[config.mk]
export PLATFORM = sky130hd
export DESIGN_NAME = pmp_unit
export DESIGN_NICKNAME = d
export VERILOG_FILES = /design/src/pmp_pkg.sv /design/src/pmp_csr_regs.sv /design/src/pmp_region_match.sv /design/src/pmp_priority_resolve.sv /design/src/pmp_unit.sv
export SDC_FILE = /design/constraint.sdc
export NUM_CORES = 2
export LEC_CHECK = 0
export BUFFER_PORTS_ARGS = -buffer_cell sky130_fd_sc_hd__buf_2
export CELL_PAD_IN_SITES_DETAIL_PLACEMENT = 1
export CELL_PAD_IN_SITES_GLOBAL_PLACEMENT = 1
export CORE_MARGIN = 2
export CORE_UTILIZATION = 47
export CTS_BUF_LIST = sky130_fd_sc_hd__clkbuf_4 sky130_fd_sc_hd__clkbuf_8
export DETAILED_ROUTE_END_ITERATION = 8
export PLACE_DENSITY_LB_ADDON = 0.1
export SYNTH_ARGS = -nofsm -noshare
export SYNTH_HDL_FRONTEND = slang
export SYNTH_HIERARCHICAL = 1
export SYNTH_SLANG_ARGS = --single-unit
[constraint.sdc]
create_clock -name clk -period 5.92 [get_ports clk]
set_clock_uncertainty 0.1 [all_clocks]
set_input_delay 1.184 -clock clk [delete_from_list [all_inputs] [get_ports clk]]
set_output_delay 1.184 -clock clk [all_outputs]
set_load 0.01 [all_outputs]
[src/pmp_pkg.sv]
// Shared types and constants of the PMP unit

package pmp_pkg;

   // --------------------------------------------------
   // Types
   // --------------------------------------------------

   // CSR address and data as seen on the core's CSR port
   typedef logic [11:0] csr_addr_t;
   typedef logic [31:0] csr_data_t;

   // One entry configuration byte: L, 0, 0, A[1:0], X, W, R
   typedef logic [7:0] pmp_cfg_t;

   // Word address of a region bound, bits 31:30 are always zero
   typedef logic [31:0] pmp_addr_t;

   // Byte address of an access under check
   typedef logic [31:0] phys_addr_t;

   // One-hot access kind, bit order matches R, W, X in the cfg byte
   typedef logic [2:0] access_t;

   // --------------------------------------------------
   // CSR map
   // --------------------------------------------------

   // Each base spans 16 CSRs, the low nibble is the index
   localparam csr_addr_t CSR_PMPCFG_BASE    = 12'h3a0;
   localparam csr_addr_t CSR_PMPADDR0_BASE  = 12'h3b0;
   localparam csr_addr_t CSR_PMPADDR16_BASE = 12'h3c0;
   localparam csr_addr_t CSR_PMPADDR32_BASE = 12'h3d0;
   localparam csr_addr_t CSR_PMPADDR48_BASE = 12'h3e0;

   // Bit positions inside pmp_cfg_t
   localparam int CFG_R    = 0;
   localparam int CFG_W    = 1;
   localparam int CFG_X    = 2;
   localparam int CFG_A_LO = 3;  // A field spans bits 4:3
   localparam int CFG_L    = 7;

   // Address-match modes held in the A field
   localparam logic [1:0] MODE_OFF   = 2'd0;
   localparam logic [1:0] MODE_TOR   = 2'd1;
   localparam logic [1:0] MODE_NA4   = 2'd2;
   localparam logic [1:0] MODE_NAPOT = 2'd3;

   // Reserved cfg bits 6:5 are hardwired to zero
   localparam pmp_cfg_t CFG_WARL_MASK = 8'h9f;

endpackage

[src/pmp_csr_regs.sv]
`timescale 1ns/100ps

// pmpcfg and pmpaddr CSR storage with WARL and lock handling
module pmp_csr_regs #(
   parameter int pmp_entries = 16
) (
   input  logic                clk,
   input  logic                rst_n,
   input  logic                csr_wen,
   input  pmp_pkg::csr_addr_t  csr_waddr,
   input  pmp_pkg::csr_data_t  csr_wdata,
   input  pmp_pkg::csr_addr_t  csr_raddr,
   output pmp_pkg::csr_data_t  csr_rdata,
   output logic                csr_rhit,
   output pmp_pkg::pmp_cfg_t   pmp_cfg [pmp_entries],
   output pmp_pkg::pmp_addr_t  pmp_addr [pmp_entries]
);

   // Decoded write and read addresses
   logic       wr_cfg_sel;
   logic       wr_addr_sel;
   logic [5:0] wr_idx;
   logic       rd_cfg_sel;
   logic       rd_addr_sel;
   logic [5:0] rd_idx;

   // Zero-padded views for the read mux, 64 is the architectural maximum
   pmp_pkg::pmp_cfg_t  cfg_ext  [64];
   pmp_pkg::pmp_addr_t addr_ext [64];

   // --------------------------------------------------
   // Address decode
   // --------------------------------------------------

   // Returns {cfg hit, addr hit, quarter, low nibble}
   // For pmpcfg the low nibble is the group of four entries
   function automatic logic [7:0] csr_decode(input pmp_pkg::csr_addr_t a);
      logic       cfg_hit;
      logic       addr_hit;
      logic [1:0] quarter;
      cfg_hit  = (a[11:4] == pmp_pkg::CSR_PMPCFG_BASE[11:4]);
      addr_hit = 1'b1;
      quarter  = 2'd0;
      case (a[11:4])
         pmp_pkg::CSR_PMPADDR0_BASE[11:4]:  quarter = 2'd0;
         pmp_pkg::CSR_PMPADDR16_BASE[11:4]: quarter = 2'd1;
         pmp_pkg::CSR_PMPADDR32_BASE[11:4]: quarter = 2'd2;
         pmp_pkg::CSR_PMPADDR48_BASE[11:4]: quarter = 2'd3;
         default:                           addr_hit = 1'b0;
      endcase
      return {cfg_hit, addr_hit, quarter, a[3:0]};
   endfunction

   assign {wr_cfg_sel, wr_addr_sel, wr_idx} = csr_decode(csr_waddr);
   assign {rd_cfg_sel, rd_addr_sel, rd_idx} = csr_decode(csr_raddr);

   // --------------------------------------------------
   // Per-entry registers
   // --------------------------------------------------

   for (genvar i = 0; i < pmp_entries; i++) begin : g_entry
      logic               [7:0] raw_byte;
      pmp_pkg::pmp_cfg_t  cfg_wdata;
      pmp_pkg::pmp_cfg_t  cfg_q;
      pmp_pkg::pmp_addr_t addr_q;
      logic               cfg_we;
      logic               addr_we;
      logic               next_tor_lock;
      logic               addr_lock;

      // Byte lane of this entry within its pmpcfg group
      assign raw_byte = csr_wdata[8 * (i % 4) +: 8];

      // Drop reserved bits, and W=1 with R=0 is not a legal combination
      always_comb begin
         cfg_wdata = raw_byte & pmp_pkg::CFG_WARL_MASK;
         if (!raw_byte[pmp_pkg::CFG_R]) begin
            cfg_wdata[pmp_pkg::CFG_W] = 1'b0;
         end
      end

      // A locked TOR entry above also uses this address as its base
      if (i + 1 < pmp_entries) begin : g_next
         assign next_tor_lock = pmp_cfg[i + 1][pmp_pkg::CFG_L]
            & (pmp_cfg[i + 1][pmp_pkg::CFG_A_LO +: 2] == pmp_pkg::MODE_TOR);
      end else begin : g_last
         assign next_tor_lock = 1'b0;
      end

      assign addr_lock = cfg_q[pmp_pkg::CFG_L] | next_tor_lock;

      assign cfg_we  = csr_wen & wr_cfg_sel & (wr_idx[3:0] == 4'(i / 4))
                       & ~cfg_q[pmp_pkg::CFG_L];
      assign addr_we = csr_wen & wr_addr_sel & (wr_idx == 6'(i)) & ~addr_lock;

      always_ff @(posedge clk or negedge rst_n) begin
         if (!rst_n) begin
            cfg_q <= '0;
         end else if (cfg_we) begin
            cfg_q <= cfg_wdata;
         end
      end

      // Only 32-bit physical space, upper two bits stay zero
      always_ff @(posedge clk or negedge rst_n) begin
         if (!rst_n) begin
            addr_q <= '0;
         end else if (addr_we) begin
            addr_q <= {2'b00, csr_wdata[29:0]};
         end
      end

      assign pmp_cfg[i]  = cfg_q;
      assign pmp_addr[i] = addr_q;
   end

   // --------------------------------------------------
   // Read mux
   // --------------------------------------------------

   // Unimplemented entries read as zero
   for (genvar e = 0; e < 64; e++) begin : g_ext
      if (e < pmp_entries) begin : g_impl
         assign cfg_ext[e]  = pmp_cfg[e];
         assign addr_ext[e] = pmp_addr[e];
      end else begin : g_none
         assign cfg_ext[e]  = '0;
         assign addr_ext[e] = '0;
      end
   end

   always_comb begin
      csr_rdata = '0;
      if (rd_cfg_sel) begin
         // Four cfg bytes packed, lowest entry in the low byte
         for (int j = 0; j < 4; j++) begin
            csr_rdata[8 * j +: 8] = cfg_ext[{rd_idx[3:0], 2'(j)}];
         end
      end else if (rd_addr_sel) begin
         csr_rdata = addr_ext[rd_idx];
      end
   end

   assign csr_rhit = rd_cfg_sel | rd_addr_sel;

endmodule

[src/pmp_region_match.sv]
`timescale 1ns/100ps

// Decides whether one access address falls in one PMP region
module pmp_region_match (
   input  pmp_pkg::phys_addr_t chk_addr,
   input  pmp_pkg::pmp_cfg_t   cfg,
   input  pmp_pkg::pmp_addr_t  addr,
   input  pmp_pkg::pmp_addr_t  prev_addr,
   output logic                match
);

   // --------------------------------------------------
   // Operands
   // --------------------------------------------------

   // Access address in the same word units as pmpaddr
   pmp_pkg::pmp_addr_t word;

   // Low bits ignored by a NAPOT compare
   pmp_pkg::pmp_addr_t napot_mask;

   // Per-mode compare results
   logic       tor_hit;
   logic       na4_hit;
   logic       napot_hit;
   logic [1:0] mode;

   assign word = {2'b00, chk_addr[31:2]};
   assign mode = cfg[pmp_pkg::CFG_A_LO +: 2];

   // Ones from bit 0 through the first zero of addr
   // k trailing ones give k+1 ignored word bits, 2^(k+3) bytes
   assign napot_mask = addr ^ (addr + 32'd1);

   // --------------------------------------------------
   // Compares
   // --------------------------------------------------

   // Top of range, previous entry's address is the inclusive base
   assign tor_hit = (word >= prev_addr) & (word < addr);

   // Single naturally aligned word
   assign na4_hit = (word == addr);

   // Compare only the bits above the region size
   assign napot_hit = ((word & ~napot_mask) == (addr & ~napot_mask));

   always_comb begin
      case (mode)
         pmp_pkg::MODE_TOR:   match = tor_hit;
         pmp_pkg::MODE_NA4:   match = na4_hit;
         pmp_pkg::MODE_NAPOT: match = napot_hit;
         default:             match = 1'b0;  // OFF
      endcase
   end

endmodule

[src/pmp_priority_resolve.sv]
`timescale 1ns/100ps

// Lowest matching entry wins, then privilege and permission rules apply
module pmp_priority_resolve #(
   parameter int pmp_entries = 16
) (
   input  logic [pmp_entries-1:0] match,
   input  pmp_pkg::pmp_cfg_t      pmp_cfg [pmp_entries],
   input  pmp_pkg::access_t       chk_access,
   input  logic                   chk_user,
   output logic                   chk_fault
);

   // Winning entry
   logic              hit;
   pmp_pkg::pmp_cfg_t hit_cfg;

   // R, W, X of the winner in access bit order
   pmp_pkg::access_t  perm;
   logic              denied;

   // --------------------------------------------------
   // Priority select
   // --------------------------------------------------

   // Walk down so the lowest index is the last one kept
   always_comb begin
      hit     = 1'b0;
      hit_cfg = '0;
      for (int i = pmp_entries - 1; i >= 0; i--) begin
         if (match[i]) begin
            hit     = 1'b1;
            hit_cfg = pmp_cfg[i];
         end
      end
   end

   // --------------------------------------------------
   // Permission check
   // --------------------------------------------------

   assign perm = hit_cfg[pmp_pkg::CFG_X:pmp_pkg::CFG_R];

   // Any requested kind without its permission bit
   assign denied = |(chk_access & ~perm);

   // No match: user faults, machine passes
   // Match: machine mode is only held to locked entries
   assign chk_fault = hit ? (denied & (chk_user | hit_cfg[pmp_pkg::CFG_L]))
                          : chk_user;

endmodule

[src/pmp_unit.sv]
`timescale 1ns/100ps

// PMP top level, CSR file plus per-entry matchers and the resolver
module pmp_unit #(
   parameter int pmp_entries = 16
) (
   input  logic                clk,
   input  logic                rst_n,
   input  logic                csr_wen,
   input  pmp_pkg::csr_addr_t  csr_waddr,
   input  pmp_pkg::csr_data_t  csr_wdata,
   input  pmp_pkg::csr_addr_t  csr_raddr,
   output pmp_pkg::csr_data_t  csr_rdata,
   output logic                csr_rhit,
   input  pmp_pkg::phys_addr_t chk_addr,
   input  pmp_pkg::access_t    chk_access,
   input  logic                chk_user,
   output logic                chk_fault
);

   pmp_pkg::pmp_cfg_t      pmp_cfg   [pmp_entries];
   pmp_pkg::pmp_addr_t     pmp_addr  [pmp_entries];
   pmp_pkg::pmp_addr_t     prev_addr [pmp_entries];
   logic [pmp_entries-1:0] match;

   // --------------------------------------------------
   // CSR file
   // --------------------------------------------------

   pmp_csr_regs #(
      .pmp_entries (pmp_entries)
   ) u_csr_regs (
      .clk       (clk),
      .rst_n     (rst_n),
      .csr_wen   (csr_wen),
      .csr_waddr (csr_waddr),
      .csr_wdata (csr_wdata),
      .csr_raddr (csr_raddr),
      .csr_rdata (csr_rdata),
      .csr_rhit  (csr_rhit),
      .pmp_cfg   (pmp_cfg),
      .pmp_addr  (pmp_addr)
   );

   // --------------------------------------------------
   // Region matchers
   // --------------------------------------------------

   for (genvar i = 0; i < pmp_entries; i++) begin : g_match
      // TOR base of entry 0 is address zero
      if (i == 0) begin : g_first
         assign prev_addr[i] = '0;
      end else begin : g_rest
         assign prev_addr[i] = pmp_addr[i - 1];
      end

      pmp_region_match u_match (
         .chk_addr  (chk_addr),
         .cfg       (pmp_cfg[i]),
         .addr      (pmp_addr[i]),
         .prev_addr (prev_addr[i]),
         .match     (match[i])
      );
   end

   // --------------------------------------------------
   // Resolver
   // --------------------------------------------------

   pmp_priority_resolve #(
      .pmp_entries (pmp_entries)
   ) u_resolve (
      .match      (match),
      .pmp_cfg    (pmp_cfg),
      .chk_access (chk_access),
      .chk_user   (chk_user),
      .chk_fault  (chk_fault)
   );

endmodule

==> flow_summary.ini <==
[timing]
fmax_mhz = 137
fin_ws_ps = -1380
finalCriticalPeriod_ps = 7300
worstMarginPinSlew_ps = 1330
min_period_over_period_pct = 123
max-slew-margin-rel_pct = 11.3
hold_viol_final = 0
slew_viol_final = 0
setup_viol = 1
rsz0062_at_grt = true

[clock_network]
clkLatencyLatePin_ps = 890
clk_root_buffer_cell = clkbuf_8
cts.sinks = 576
clk_pin_slew_ps = 70
cts_htree_levels = 3
clockBufferDepth = 3
cts_buffers = 121
cts_tree = yes

[setup_path]
critPathSlowestCell = nor3_1
required_ps = 4640
end_kind = primary output
critical_path.cell_chain = buf_2 -> buf_12 -> buf_4 -> buf_4 -> ha_1 -> a21oi_1 -> nor2_1 -> a2111oi_0 -> o21ai_0 -> a221o_1 -> nor3_1 -> a211oi_4 -> buf_4 -> buf_4 -> inv_1 -> o221ai_2 -> or3b_1 -> o221ai_2 -> o21ai_1 -> o31a_2 -> buf_6
regToRegEndpoint = u_csr_regs/g_entry[8].addr_q[4]
worstSetupPathType = input port to primary output
worstPathArrival_ps = 6020
cpMostUsedCell = buf_4
crit_buf_inv = 8
crit_fanout = 8
cp_top_family = compound AO/OA/AOI/OAI gates
reg2reg_depth = 4
critPathLaunchType = input port
r2r-start = u_csr_regs/g_entry[9].cfg_q[4]
worstSetupStartpoint = chk_addr[27]
slowest_delay_ps = 710
r2r_setup_slack_ps = 3330

[place]
port_buffers = 124
finalWeightedCongestion = 1.05
place_ws_ps = -1290
dpl.hpwl_um = 290000
placement.cell_area_um2 = 86900

[pwr]
internal-power_mw = 7.87
power_density_nw_per_um2 = 131
leakage_nw = 41.6
finalPower_mw = 11.8
power_frac_comb_pct = 21.9
p_seq_share_pct = 33.6
peakVddDrop_v = 0.000161
swShare_pct = 33.5
p_clk_share_pct = 44.5
power.switching_mw = 3.96

[layout]
drive_gt1_share_pct = 27.5
multi_input_area_um2 = 54300
fill_cells = 18100
fin_nets = 11100
final-seq-area_um2 = 14400
design_area_um2 = 90300
area_delta_synth_final_pct = 23.5

[detailed_routing]
drcViolationCount = 0
wl_per_cell_um = 31.4
routed-via-count = 73500
drt_iter0_markers = 7608
drt-vias-per-instance = 6.27
dr.pass1.iters = 5
drt.antenna.violating_nets = 0
wl_um = 367000

[logic_synthesis]
postSynthCellCount = 8051
synth_warnings = 6
synthesis.area_um2 = 73100
syn_avg_cell_area_um2 = 9.08

[outcome]
violations = negative setup slack
outcome = complete, but fails checks

[global_routing]
grt_pass1_wl_um = 521000
grt_max_degree = 132
antenna_found_initial = 63
grt_usage_pct = 45.6
grt_pass1_vias = 74800
grt_overflow = 0

[die]
die_area_um2 = 159000
top_level_ports = 129
core-area_um2 = 154000
dieWidth_um = 398
placementRows = 144
fp.dieH_um = 398
initial_core_util_pct = 47.4

[min_path]
worstHoldPathType = input port to asynchronous set/reset pin

[job]
max_cap_violations = 0
worst register-to-register path, stage by stage (launching register included):
cell and delay, ps:
dfrtp_1 810, and3b_1 270, nor4_2 300, buf_4 540, mux2_2 450
worst max-delay path by stage:
stage                     cells after the start  slack [ps]         to
after floorplan                              21         220  chk_fault
after global placement                       21       -1270  chk_fault
after detailed placement                     21       -1290  chk_fault
after CTS                                    22       -1160  chk_fault
after global routing                         22       -1520  chk_fault
final                                        21       -1380  chk_fault
stage by stage:
stage / util (%) / setup TNS (ps) / hold WS, ps / std cells
2_1_floorplan: - / 0 / 389 / 8114
3_3_place_gp: 56.3 / -1270 / 419 / 11400
3_5_place_dp: 56.3 / -1290 / 437 / 11400
4_1_cts: 58.5 / -1160 / 222 / 11700
5_1_grt: 58.5 / -1520 / 256 / 11700
6_report: 58.5 / -1380 / 229 / 11700
what timing repair did:
action / 4_1_cts / 5_1_grt
setup endpoints to repair: 1 / 1
pin swaps: 45 / 6
hold buffers: 0 / 0
buffers inserted: 15 / 0
gates resized for setup: 63 / 6
sequential cells by signal, indices dropped and copies added, names as in the netlist:
name,count
u_csr_regs/g_entry.addr_q,480
u_csr_regs/g_entry.cfg_q,96
power by group through the flow:
stage               combinational, mW  sequential, mW  clock, mW
finish                           2.59            3.97       5.26
floorplan                        1.09            4.05          0
global route                     2.75            3.97       5.46
CTS                              2.51            3.97       5.30
detailed placement               2.48            4.04          0
global placement                 2.36            4.04          0
layout by cell type (no fill, tap or decap), types with 79 or more instances in the layout:
cell type,n
clkbuf_8,156
buf_2,93
nand3_1,336
buf_4,1331
nand4_1,360
nand2_1,782
inv_1,1049
ha_1,1437
mux2_2,557
mux4_2,144
o21ai_0,79
a21oi_1,318
nor2_1,220
a21o_1,97
xor2_1,854
dfrtp_1,573
a211oi_1,94
cell type report:
class,instances,share of cell area (%)
Timing Repair Buffer,1506,13.3
Antenna cell,25,0.0693
Sequential cell,576,16.0
Multi-Input combinational cell,6269,60.1
Tap cell,2044,2.83
Clock inverter,52,0.638
Inverter,1068,4.47
Clock buffer,177,2.54
metal layers:
metal / GRT usage, % / up-vias / share of wire, %
met3: 11.6 / 1077 / 11
met2: 68.1 / 3730 / 42
met5: 0 / - / 0.019
met4: 29.8 / 12 / 7.5
li1: - / 31600 / -
met1: 58.1 / 37000 / 39
(Power assumes the default switching activity.)
